`config.mk`:
```
export PLATFORM = sky130hd
export DESIGN_NAME = l2_cache_top
export DESIGN_NICKNAME = d
export VERILOG_FILES = /design/src/cache_pkg.sv /design/src/l2_tag_store.sv /design/src/l2_data_store.sv /design/src/l2_lookup.sv /design/src/l2_ctrl.sv /design/src/l2_cache_top.sv
export VERILOG_INCLUDE_DIRS = /design/src /design/src/src
export SDC_FILE = /design/constraint.sdc
export NUM_CORES = 2
export LEC_CHECK = 0
export BUFFER_PORTS_ARGS = -buffer_cell sky130_fd_sc_hd__buf_4
export CORE_MARGIN = 1
export CORE_UTILIZATION = 40
export CTS_BUF_LIST = sky130_fd_sc_hd__clkbuf_8
export CTS_CLUSTER_SIZE = 20
export DETAILED_ROUTE_END_ITERATION = 8
export GPL_TIMING_DRIVEN = 0
export PLACE_DENSITY_LB_ADDON = 0.3
export REMOVE_ABC_BUFFERS = 1
export SYNTH_ARGS = -nofsm -noshare
export SYNTH_HDL_FRONTEND = slang
export SYNTH_HIERARCHICAL = 1
export SYNTH_SLANG_ARGS = --single-unit
```
`constraint.sdc`:
```
create_clock -name clk -period 43.3 [get_ports clk]
set_clock_uncertainty 0.2 [all_clocks]
set_input_delay 8.66 -clock clk [delete_from_list [all_inputs] [get_ports clk]]
set_output_delay 8.66 -clock clk [all_outputs]
set_load 0.02 [all_outputs]
```
`src/cache_settings.svh`:
```
// ********************
// geometry assumes one 32-bit word per line and a power-of-two way count.
// ********************
`ifndef CACHE_SETTINGS_SVH
`define CACHE_SETTINGS_SVH

// cache geometry.
`define L2_WAYS      4
`define L2_SETS      16
`define L2_SET_BITS  4
`define L2_WAY_BITS  2

// tag covers the address above the set index and byte offset.
`define L2_TAG_BITS  26

// line state codes.
`define INVALID      2'b00
`define VALID        2'b01
`define DIRTY        2'b10

`endif

```
`src/cache_pkg.sv`:
```
// ********************
// widths follow cache_settings.svh.
// ********************
`include "cache_settings.svh"

package cache_pkg;

    typedef logic [31:0] l2_addr_t;
    typedef logic [31:0] l2_word_t;

    typedef logic [`L2_TAG_BITS-1:0] l2_tag_t;
    typedef logic [`L2_SET_BITS-1:0] l2_set_t;
    typedef logic [`L2_WAY_BITS-1:0] l2_way_t;

    // holds one of the INVALID, VALID or DIRTY codes.
    typedef logic [1:0] line_state_t;

    typedef enum logic [2:0] {
        idle,
        read_set,
        lookup,
        decide,
        write_back,
        fill,
        respond
    } ctrl_state_t;

endpackage

```
`src/l2_tag_store.sv`:
```
// ********************
// tags are not reset; only states and pointers are.
// ********************
`timescale 1ns/1ns
`include "cache_settings.svh"

module l2_tag_store (
    input  logic                   clk,
    input  logic                   rst,
    input  logic                   rd_en,
    input  cache_pkg::l2_set_t     rd_set,
    input  logic                   wr_en,
    input  cache_pkg::l2_set_t     wr_set,
    input  cache_pkg::l2_way_t     wr_way,
    input  cache_pkg::l2_tag_t     wr_tag,
    input  cache_pkg::line_state_t wr_state,
    input  logic                   advance_ptr,
    output cache_pkg::l2_tag_t     tags_buf [`L2_WAYS],
    output cache_pkg::line_state_t states_buf [`L2_WAYS],
    output cache_pkg::l2_way_t     evict_way_buf
);

    cache_pkg::l2_tag_t     tags [`L2_SETS][`L2_WAYS];
    cache_pkg::line_state_t states [`L2_SETS][`L2_WAYS];
    cache_pkg::l2_way_t     rr_ptr [`L2_SETS];

    always_ff @(posedge clk) begin
        if (wr_en) begin
            tags[wr_set][wr_way] <= wr_tag;
        end
        if (rd_en) begin
            tags_buf <= tags[rd_set];
        end
    end

    always_ff @(posedge clk or negedge rst) begin
        if (!rst) begin
            for (int s = 0; s < `L2_SETS; s++) begin
                rr_ptr[s] <= '0;
                for (int w = 0; w < `L2_WAYS; w++) begin
                    states[s][w] <= `INVALID;
                end
            end
            states_buf    <= '{default: `INVALID};
            evict_way_buf <= '0;
        end else begin
            if (wr_en) begin
                states[wr_set][wr_way] <= wr_state;
            end
            // pointer wraps at the way count.
            if (wr_en && advance_ptr) begin
                rr_ptr[wr_set] <= rr_ptr[wr_set] + 1'b1;
            end
            if (rd_en) begin
                states_buf    <= states[rd_set];
                evict_way_buf <= rr_ptr[rd_set];
            end
        end
    end

    state_code_ok: assert property (@(posedge clk) disable iff (!rst)
        wr_en |-> wr_state inside {`INVALID, `VALID, `DIRTY})
        else $error("undefined line state written");

endmodule

```
`src/l2_data_store.sv`:
```
// ********************
// full-word writes only.
// ********************
`timescale 1ns/1ns
`include "cache_settings.svh"

module l2_data_store (
    input  logic               clk,
    input  logic               rd_en,
    input  cache_pkg::l2_set_t rd_set,
    input  logic               wr_en,
    input  cache_pkg::l2_set_t wr_set,
    input  cache_pkg::l2_way_t wr_way,
    input  cache_pkg::l2_word_t wr_data,
    output cache_pkg::l2_word_t data_buf [`L2_WAYS]
);

    cache_pkg::l2_word_t lines [`L2_SETS][`L2_WAYS];

    // one word per way.
    always_ff @(posedge clk) begin
        if (wr_en) begin
            lines[wr_set][wr_way] <= wr_data;
        end
    end

    // whole set is read so the hit way can be picked after lookup.
    always_ff @(posedge clk) begin
        if (rd_en) begin
            data_buf <= lines[rd_set];
        end
    end

endmodule

```
`src/l2_lookup.sv`:
```
// ********************
// results hold while lookup_en is low.
// ********************
`timescale 1ns/1ns
`include "cache_settings.svh"

module l2_lookup (
    input  logic                   clk,
    input  logic                   rst,
    input  logic                   lookup_en,
    input  cache_pkg::l2_tag_t     tag,
    input  cache_pkg::l2_tag_t     tags_buf [`L2_WAYS],
    input  cache_pkg::line_state_t states_buf [`L2_WAYS],
    input  cache_pkg::l2_way_t     evict_way_buf,
    output logic                   tag_hit,
    output cache_pkg::l2_way_t     way_hit,
    output logic                   empty_way_found,
    output cache_pkg::l2_way_t     empty_way,
    output cache_pkg::l2_way_t     fill_way
);

    logic [`L2_WAYS-1:0] match_vec;
    logic                empty_found_next;
    cache_pkg::l2_way_t  way_hit_next;
    cache_pkg::l2_way_t  empty_way_next;
    cache_pkg::l2_way_t  fill_way_next;

    // downward scan so the lowest matching way wins.
    always_comb begin
        match_vec        = '0;
        way_hit_next     = '0;
        empty_found_next = 1'b0;
        empty_way_next   = '0;
        for (int i = `L2_WAYS-1; i >= 0; i--) begin
            if (tags_buf[i] == tag && states_buf[i] != `INVALID) begin
                match_vec[i] = 1'b1;
                way_hit_next = cache_pkg::l2_way_t'(i);
            end
            if (states_buf[i] == `INVALID) begin
                empty_found_next = 1'b1;
                empty_way_next   = cache_pkg::l2_way_t'(i);
            end
        end
    end

    // round-robin victim only when the set is full.
    assign fill_way_next = empty_found_next ? empty_way_next : evict_way_buf;

    always_ff @(posedge clk or negedge rst) begin
        if (!rst) begin
            tag_hit         <= 1'b0;
            way_hit         <= '0;
            empty_way_found <= 1'b0;
            empty_way       <= '0;
            fill_way        <= '0;
        end else if (lookup_en) begin
            tag_hit         <= |match_vec;
            way_hit         <= way_hit_next;
            empty_way_found <= empty_found_next;
            empty_way       <= empty_way_next;
            fill_way        <= fill_way_next;
        end
    end

    // a tag may live in only one way of a set.
    single_match: assert property (@(posedge clk) disable iff (!rst)
        lookup_en |-> $onehot0(match_vec))
        else $error("tag matches more than one way");

endmodule

```
`src/l2_ctrl.sv`:
```
// ********************
// one request at a time; requester holds adr, we and dat_w until ack.
// ********************
`timescale 1ns/1ns
`include "cache_settings.svh"

module l2_ctrl (
    input  logic                   clk,
    input  logic                   rst,
    input  logic                   cyc,
    input  logic                   stb,
    input  logic                   we,
    input  cache_pkg::l2_addr_t    adr,
    input  cache_pkg::l2_word_t    dat_w,
    output logic                   ack,
    output cache_pkg::l2_word_t    dat_r,
    output logic                   mem_cyc,
    output logic                   mem_stb,
    output logic                   mem_we,
    output cache_pkg::l2_addr_t    mem_adr,
    output cache_pkg::l2_word_t    mem_dat_w,
    input  logic                   mem_ack,
    input  cache_pkg::l2_word_t    mem_dat_r,
    input  logic                   tag_hit,
    input  cache_pkg::l2_way_t     way_hit,
    input  logic                   empty_way_found,
    input  cache_pkg::l2_way_t     fill_way,
    input  cache_pkg::l2_tag_t     tags_buf [`L2_WAYS],
    input  cache_pkg::line_state_t states_buf [`L2_WAYS],
    input  cache_pkg::l2_word_t    data_buf [`L2_WAYS],
    output logic                   rd_en,
    output cache_pkg::l2_set_t     set_idx,
    output logic                   wr_en,
    output cache_pkg::l2_way_t     wr_way,
    output cache_pkg::l2_tag_t     wr_tag,
    output cache_pkg::line_state_t wr_state,
    output cache_pkg::l2_word_t    wr_data,
    output logic                   advance_ptr,
    output logic                   lookup_en,
    output cache_pkg::l2_tag_t     lookup_tag
);

    cache_pkg::ctrl_state_t state;
    cache_pkg::ctrl_state_t state_next;
    cache_pkg::l2_tag_t     req_tag;
    logic victim_dirty;
    logic mem_done;
    logic start_wb;
    logic start_fill;
    logic hit_write;
    logic miss_install;
    logic fill_install;

    assign req_tag      = adr[31:`L2_SET_BITS+2];
    assign set_idx      = adr[`L2_SET_BITS+1:2];
    assign victim_dirty = states_buf[fill_way] == `DIRTY;
    assign mem_done     = mem_cyc && mem_ack;
    assign start_wb     = state == cache_pkg::decide && !tag_hit && victim_dirty;
    assign start_fill   = state == cache_pkg::fill && !mem_cyc;

    assign rd_en      = state == cache_pkg::read_set;
    assign lookup_en  = state == cache_pkg::lookup;
    assign lookup_tag = req_tag;
    assign ack        = state == cache_pkg::respond;

    // a write miss installs right away, or once the victim is written back.
    assign hit_write    = state == cache_pkg::decide && tag_hit && we;
    assign miss_install = we && !tag_hit &&
                          ((state == cache_pkg::decide && !victim_dirty) ||
                           (state == cache_pkg::write_back && mem_done));
    assign fill_install = state == cache_pkg::fill && mem_done;

    assign wr_en       = hit_write || miss_install || fill_install;
    assign wr_way      = hit_write ? way_hit : fill_way;
    assign wr_tag      = req_tag;
    assign wr_state    = fill_install ? `VALID : `DIRTY;
    assign wr_data     = fill_install ? mem_dat_r : dat_w;
    assign advance_ptr = (miss_install || fill_install) && !empty_way_found;

    always_comb begin
        state_next = state;
        case (state)
            cache_pkg::idle: if (cyc && stb) state_next = cache_pkg::read_set;
            cache_pkg::read_set: state_next = cache_pkg::lookup;
            cache_pkg::lookup: state_next = cache_pkg::decide;
            cache_pkg::decide: begin
                if (tag_hit || (we && !victim_dirty)) begin
                    state_next = cache_pkg::respond;
                end else if (victim_dirty) begin
                    state_next = cache_pkg::write_back;
                end else begin
                    state_next = cache_pkg::fill;
                end
            end
            cache_pkg::write_back: begin
                if (mem_done) state_next = we ? cache_pkg::respond : cache_pkg::fill;
            end
            cache_pkg::fill: if (mem_done) state_next = cache_pkg::respond;
            default: state_next = cache_pkg::idle;
        endcase
    end

    always_ff @(posedge clk or negedge rst) begin
        if (!rst) begin
            state   <= cache_pkg::idle;
            mem_cyc <= 1'b0;
            mem_stb <= 1'b0;
            mem_we  <= 1'b0;
        end else begin
            state <= state_next;
            // cyc drops for a cycle between write-back and fill.
            if (start_wb || start_fill) begin
                mem_cyc <= 1'b1;
                mem_stb <= 1'b1;
                mem_we  <= start_wb;
            end else if (mem_done) begin
                mem_cyc <= 1'b0;
                mem_stb <= 1'b0;
                mem_we  <= 1'b0;
            end
        end
    end

    always_ff @(posedge clk) begin
        if (hit_write == 1'b0 && state == cache_pkg::decide && tag_hit) begin
            dat_r <= data_buf[way_hit];
        end
        if (fill_install) begin
            dat_r <= mem_dat_r;
        end
        // victim address rebuilt from its tag and the set index.
        if (start_wb) begin
            mem_adr   <= {tags_buf[fill_way], set_idx, 2'b00};
            mem_dat_w <= data_buf[fill_way];
        end else if (start_fill) begin
            mem_adr <= {adr[31:2], 2'b00};
        end
    end

    ack_in_cycle: assert property (@(posedge clk) disable iff (!rst)
        ack |-> cyc && stb)
        else $error("ack without an active request");

    // memory strobe only inside a cycle and only in the two memory phases.
    mem_stb_in_cyc: assert property (@(posedge clk) disable iff (!rst)
        mem_stb |-> mem_cyc &&
                    (state == cache_pkg::write_back || state == cache_pkg::fill))
        else $error("mem_stb outside a memory phase");

endmodule

```
`src/l2_cache_top.sv`:
```
// ********************
// Wishbone classic on both ports, full-word accesses only.
// ********************
`timescale 1ns/1ns
`include "cache_settings.svh"

module l2_cache_top (
    input  logic                clk,
    input  logic                rst,
    input  logic                cyc,
    input  logic                stb,
    input  logic                we,
    input  cache_pkg::l2_addr_t adr,
    input  cache_pkg::l2_word_t dat_w,
    output cache_pkg::l2_word_t dat_r,
    output logic                ack,
    output logic                mem_cyc,
    output logic                mem_stb,
    output logic                mem_we,
    output cache_pkg::l2_addr_t mem_adr,
    output cache_pkg::l2_word_t mem_dat_w,
    input  cache_pkg::l2_word_t mem_dat_r,
    input  logic                mem_ack
);

    cache_pkg::l2_tag_t     tags_buf [`L2_WAYS];
    cache_pkg::line_state_t states_buf [`L2_WAYS];
    cache_pkg::l2_word_t    data_buf [`L2_WAYS];
    cache_pkg::l2_way_t     evict_way_buf;
    logic                   rd_en;
    logic                   wr_en;
    logic                   advance_ptr;
    logic                   lookup_en;
    logic                   tag_hit;
    logic                   empty_way_found;
    cache_pkg::l2_set_t     set_idx;
    cache_pkg::l2_way_t     wr_way;
    cache_pkg::l2_way_t     way_hit;
    cache_pkg::l2_way_t     fill_way;
    cache_pkg::l2_tag_t     wr_tag;
    cache_pkg::l2_tag_t     lookup_tag;
    cache_pkg::line_state_t wr_state;
    cache_pkg::l2_word_t    wr_data;

    l2_tag_store tag_store_i (
        .clk(clk), .rst(rst),
        .rd_en(rd_en), .rd_set(set_idx),
        .wr_en(wr_en), .wr_set(set_idx), .wr_way(wr_way),
        .wr_tag(wr_tag), .wr_state(wr_state), .advance_ptr(advance_ptr),
        .tags_buf(tags_buf), .states_buf(states_buf), .evict_way_buf(evict_way_buf)
    );

    l2_data_store data_store_i (
        .clk(clk),
        .rd_en(rd_en), .rd_set(set_idx),
        .wr_en(wr_en), .wr_set(set_idx), .wr_way(wr_way), .wr_data(wr_data),
        .data_buf(data_buf)
    );

    // empty_way is left open; fill_way already folds it in.
    l2_lookup lookup_i (
        .clk(clk), .rst(rst),
        .lookup_en(lookup_en), .tag(lookup_tag),
        .tags_buf(tags_buf), .states_buf(states_buf), .evict_way_buf(evict_way_buf),
        .tag_hit(tag_hit), .way_hit(way_hit),
        .empty_way_found(empty_way_found), .empty_way(), .fill_way(fill_way)
    );

    l2_ctrl ctrl_i (
        .clk(clk), .rst(rst),
        .cyc(cyc), .stb(stb), .we(we), .adr(adr), .dat_w(dat_w),
        .ack(ack), .dat_r(dat_r),
        .mem_cyc(mem_cyc), .mem_stb(mem_stb), .mem_we(mem_we),
        .mem_adr(mem_adr), .mem_dat_w(mem_dat_w),
        .mem_ack(mem_ack), .mem_dat_r(mem_dat_r),
        .tag_hit(tag_hit), .way_hit(way_hit),
        .empty_way_found(empty_way_found), .fill_way(fill_way),
        .tags_buf(tags_buf), .states_buf(states_buf), .data_buf(data_buf),
        .rd_en(rd_en), .set_idx(set_idx),
        .wr_en(wr_en), .wr_way(wr_way), .wr_tag(wr_tag),
        .wr_state(wr_state), .wr_data(wr_data), .advance_ptr(advance_ptr),
        .lookup_en(lookup_en), .lookup_tag(lookup_tag)
    );

endmodule

```
==> Yosys cells after proc, flatten, opt, wreduce, memory -nomap -nowiden <==
Memories as Yosys holds them, arrays and structs flattened. A register that Yosys moved wholly into a read port is not among the register bits.
Index checks and enable logic that the tools add are counted.
{ "op_classes": {"n_addsub": 1, "n_reduce_logical": 47, "order_cmp": 6, "n_eq_ne": 14, "mux": 67, "bitwise": 5} }
{ "op_table": {"columns": ["operator", "n"], "rows": [
  ["$mux 32", 10],
  ["$bmux 32 s2", 2],
  ["$bwmux 128", 1],
  ["$mux 128", 1],
  ["$eq 26x26->1", 4],
  ["$mux 104", 1],
  ["$mux 26", 3],
  ["$demux 32 s2", 1],
  ["$bmux 26 s2", 1],
  ["$demux 26 s2", 1],
  ["$mux 2", 18],
  ["$bmux 8 s4", 1],
  ["$bwmux 32", 1],
  ["$demux 8 s4", 1],
  ["$mux 8", 3],
  ["$logic_and 1x1->1", 23],
  ["$pmux 3 s6", 1],
  ["$reduce_bool 2->1", 7],
  ["$mux 1", 13],
  ["$mux 3", 4],
  ["$eq 3x3->1 const B", 3],
  ["$ge 3x3->1 const B", 3],
  ["$not 2->3", 3],
  ["$bmux 2 s4", 1],
  ["19 further kinds", 33]
]} }
{ "totals": {"elab_cells": 237, "memories": 2, "regBits": 275, "mem_bits_rw": 3712} }
{ "memory_table": {"columns": ["name", "depth", "word_bits", "read_ports", "rd_clocked_by_memory_dff", "write_ports", "line", "source"], "rows": [
  ["data_store_i.lines", 16, 128, 1, 1, 1, "l2_data_store.sv:18", "cache_pkg::l2_word_t lines [`L2_SETS][`L2_WAYS];"],
  ["tag_store_i.tags", 16, 104, 1, 1, 1, "l2_tag_store.sv:23", "cache_pkg::l2_tag_t tags [`L2_SETS][`L2_WAYS];"]
]} }

==> Longest topological paths before layout <==
{ "logic_depth": {"word_depth": 13, "mapped_depth": 11, "mapped_depth_nobuf": 7} }

==> By module <==
The synthesis kept the hierarchy.
{ "modules_own_cells": {"columns": ["mod", "instances", "seq_area_each_um2", "area_each_um2", "cells_per_inst"], "rows": [
  ["l2_data_store", 1, 65342.7, 81147.8, 3448],
  ["l2_tag_store", 1, 57345.0, 73660.6, 3041],
  ["l2_ctrl", 1, 2947.8, 7085.5, 427],
  ["l2_lookup", 1, 200.2, 1510.2, 183]
]} }

==> Least setup slack after synthesis <==
Ideal clock, no wire load.
{ "synth_timing": {"kind": "register -> register", "from": "register ctrl_i.state[0]", "to": "register tag_store_i.evict_way_buf[1]", "setup_ns": 0.066, "path_stages_with_launch": 7, "arrival_time_ns": 18.890, "path_slack_ns": 24.143, "path_buffers": 2, "path_cell_list": "dfrtp_1 > clkbuf_1 > nor3b_1 > nor2b_1 > clkbuf_1 > a21oi_1 > nand2_1"} }
{ "synth_between": {"elab_chain_len": 1} }
{ "synth_rtl": {"columns": ["element", "line", "source"], "rows": [
  ["start, declared", "l2_ctrl.sv:43", "cache_pkg::ctrl_state_t state;"],
  ["start signal, assigned", "l2_ctrl.sv:105", "state <= cache_pkg::idle;"],
  ["start signal, assigned", "l2_ctrl.sv:110", "state <= state_next;"],
  ["$eq 3x1->1", "l2_ctrl.sv:61", "assign rd_en = state == cache_pkg::read_set;"],
  ["named net rd_en", "l2_cache_top.sv:30", "logic rd_en;"],
  ["end signal, assigned", "l2_tag_store.sv:56", "evict_way_buf <= rr_ptr[rd_set];"],
  ["end, declared", "l2_tag_store.sv:20", "output cache_pkg::l2_way_t evict_way_buf"]
]} }
The timed path passes the listed nets, and every way through them passes these cells.
A chain may end at the register's enable or synchronous reset.

==> Final worst setup path <==
{ "layout_timing": {"from": "input port mem_ack", "to": "memory data_store_i/lines[11][24] (netlist name) (enable)"} }
{ "layout_between": {"elab_chain_len": 8, "elab_cells_between_ends": 9, "cone_classes": "2 x mux; 7 x reduce/logical"} }
{ "layout_rtl": {"columns": ["element", "line", "source"], "rows": [
  ["start, declared", "l2_cache_top.sv:23", "input logic mem_ack"],
  ["$logic_and 1x1->1 *", "l2_ctrl.sv:57", "assign mem_done = mem_cyc && mem_ack;"],
  ["$logic_and 1x1->1", "l2_ctrl.sv:70", "(state == cache_pkg::write_back && mem_done));"],
  ["$logic_or 1x1->1", "l2_ctrl.sv:69", "((state == cache_pkg::decide && !victim_dirty) ||"],
  ["$logic_and 1x1->1", "l2_ctrl.sv:68", "assign miss_install = we && !tag_hit &&"],
  ["$logic_or 1x1->1", "l2_ctrl.sv:73", "assign wr_en = hit_write || miss_install || fill_install;"],
  ["$logic_or 1x1->1 *", "l2_ctrl.sv:73", null],
  ["named net wr_en", "l2_cache_top.sv:31", "logic wr_en;"],
  ["$mux 1 *", "l2_data_store.sv:22", "if (wr_en) begin"],
  ["$mux 128 (implied by the code) *", "l2_data_store.sv:23", "lines[wr_set][wr_way] <= wr_data;"],
  ["end, declared", "l2_data_store.sv:18", null]
]} }
The timed path passes the listed nets; every way through them passes the cells marked *.

==> impl_metrics.py <==
metrics = {
    "logic_synthesis": {
        "netlist_instances": 7093,
        "ys_warn_count": 6,
        "avgSynthCellArea_um2": 23.03,
        "netlist_area_mm2": 0.1633,
    },
    "die": {
        "die_x_um": 641,
        "dieArea_mm2": 0.4109,
        "rows": 234,
        "core_mm2": 0.4064,
        "die_height_um": 641,
        "ios": 202,
        "start_util_pct": 40.19,
    },
    "detailed_routing": {
        "vias": 79660,
        "routedWlPerCell_um": 31.86,
        "firstDrtPassIters": 9,
        "ant_nets": 0,
        "drt-initial-drc-count": 8610,
        "drc": 51,
        "routed_wl_um": 440300,
        "viasPerCell": 5.763,
    },
    "final_layout": {
        "final_cells": 13820,
        "final_cell_mix": "edfxtp_1, mux4_2, clkbuf_8, inv_1, mux2_2",
        "register_area_mm2": 0.1258,
        "final_nets": 7934,
        "syn2layout_area_growth_pct": 15.90,
        "nFillCells": 33460,
        "final_common_cell": "edfxtp_1",
        "layout-drive-gt1-share_pct": 34.26,
        "multi_input_area_mm2": 0.03633,
    },
    "clock_tree": {
        "post_cts_buffers": 0,
        "clk_pin_slew_ns": 0.06,
        "clockRootBuffer": "clkbuf_8",
        "htreeDepth": 6,
        "cts_sinks": 4219,
        "cts_tree": "yes",
        "cts_made_buffers": 685,
        "hold_buffers": 0,
        "insertion_delay_ns": 1.23,
        "post_cts_resized": 0,
        "cts_buffer_depth": 4,
    },
    "hold_path": {
        "hold_class": "reg -> reg",
    },
    "timing": {
        "period_share_pct": 27.56,
        "finalSetupTns_ns": 0,
        "clock.fmax_ghz": 0.08380,
        "slew_headroom_pct": 6.782,
        "tightest_slew_ns": 1.395,
        "setup-violations-final": 0,
        "hold_violations": 0,
        "finalCriticalPeriod_ns": 11.93,
        "slew_violations": 0,
        "rsz0062_at_grt": "false",
    },
    "global_routing": {
        "grt_max_degree": 109,
        "grt_pass1_vias": 82540,
        "grt_overflow": 0,
        "grt_antenna_before_repair": 14,
        "grt_use_total_pct": 21.23,
        "grt_pass1_wl_um": 618400,
    },
    "power": {
        "irDropWorstVdd_v": 0.00003152,
        "p_per_area_mw_per_mm2": 45.40,
        "total_leakage_power_nw": 60.96,
    },
    "setup_path": {
        "cp.arrival_ns": 12.59,
        "crit_chain": "buf_4, nand2_1, nor2_1, o21ai_0, nand2_1, nand3_2, nor2_4, buf_12",
        "cp_slowest_cell": "nor2_4",
        "path_class": "in -> reg",
        "path_common_cell": "nand2_1",
        "end_kind": "flip-flop",
        "startpoint_type": "input port",
        "crit_fanout": 17,
        "cp_slowest_stage_delay_ns": 1.16,
        "crit_required_ns": 43.96,
    },
    "placement": {
        "portBuffers": 197,
        "dp.cells": 12570,
        "dp_hpwl_um": 267000,
        "gp_congestion": 0.7851,
    },
    "run_status": {
        "violations": "design-rule violations",
        "status": "finished with violations",
    },
    "flow_run": {
        "maxCapViolations": 0,
    },
}
==> path summary, 6_finish.rpt <==
kind / slack [ns] / cells past startpoint / start / end
worst max-delay path: 31.37 / 8 / mem_ack / data_store_i/lines[11][24]
worst min-delay path: 0.28 / 1 / tag_store_i/states[103] / tag_store_i/states[103]
worst max register to register: 38.05 / 7 / lookup_i/fill_way[0] / data_store_i/lines[11][24]
worst min register to register: 0.28 / 1 / tag_store_i/states[103] / tag_store_i/states[103]
max in group asynchronous: 34.61 / 2 / rst / tag_store_i/states[97]
min in group asynchronous: 7.24 / 1 / rst / ctrl_i/mem_stb
==> power breakdown <==
part / leakage, nW / internal, W / switching (W) / total [W]
sequential: 38.9 / 0.00460 / 0.000119 / 0.00472
clock: 7.32 / 0.00160 / 0.00159 / 0.00319
combinational: 14.8 / 0.000292 / 0.000393 / 0.000684
==> layout make-up <==
cell class	count	area share, %
Clock inverter	526	1.510
Sequential cell	4219	66.46
Inverter	5	0.009915
Timing Repair Buffer	492	4.095
Tap cell	5428	3.588
Multi-Input combinational cell	2429	19.19
Antenna cell	17	0.02247
Clock buffer	705	5.126
==> flip-flops by register name (all words and copies together) (netlist names) <==
name	cells
ctrl_i/mem_dat_w	32
tag_store_i/evict_way_buf	2
lookup_i/way_hit	2
tag_store_i/states	128
ctrl_i/mem_adr	30
lookup_i/empty_way_found	1
data_store_i/lines	2048
tag_store_i/rr_ptr	32
tag_store_i/states_buf	8
tag_store_i/tags	1664
data_store_i/data_buf	128
lookup_i/fill_way	2
ctrl_i/mem_we	1
ctrl_i/state	3
ctrl_i/dat_r	32
lookup_i/tag_hit	1
tag_store_i/tags_buf	104
ctrl_i/mem_stb	1
==> through the flow <==
step / setup slack, ns / cell area [um2] / power [W] / hold WS (ns) / utilization [%]
2_1_floorplan: 23.22 / 161100 / 0.005115 / 0.2527 / -
3_3_place_gp: 1.310 / 169300 / 0.005648 / 0.2622 / 41.67
3_5_place_dp: 30.33 / 176700 / 0.005488 / 0.2691 / 43.47
4_1_cts: 31.65 / 189200 / 0.008669 / 0.2825 / 46.56
5_1_grt: 31.40 / 189300 / 0.008872 / 0.2972 / 46.57
6_report: 31.37 / 189300 / 0.008593 / 0.2818 / 46.58
==> critical path, delay by kind of cell <==
family,cells,cell delay (ns)
buffers and inverters,2,0.41
AOI/OAI and AO/OA,1,0.22
and+or+nand+nor,5,3.22
==> metal layers <==
metal	vias up	global-route usage [%]	share of wire [%]
li1	31680	-	-
met1	43310	28.27	39
met2	3793	34.66	49
met3	856	4.283	8.2
met4	10	7.848	3.9
met5	-	0	0.016
Note: power is estimated with default switching activity, not from simulation.
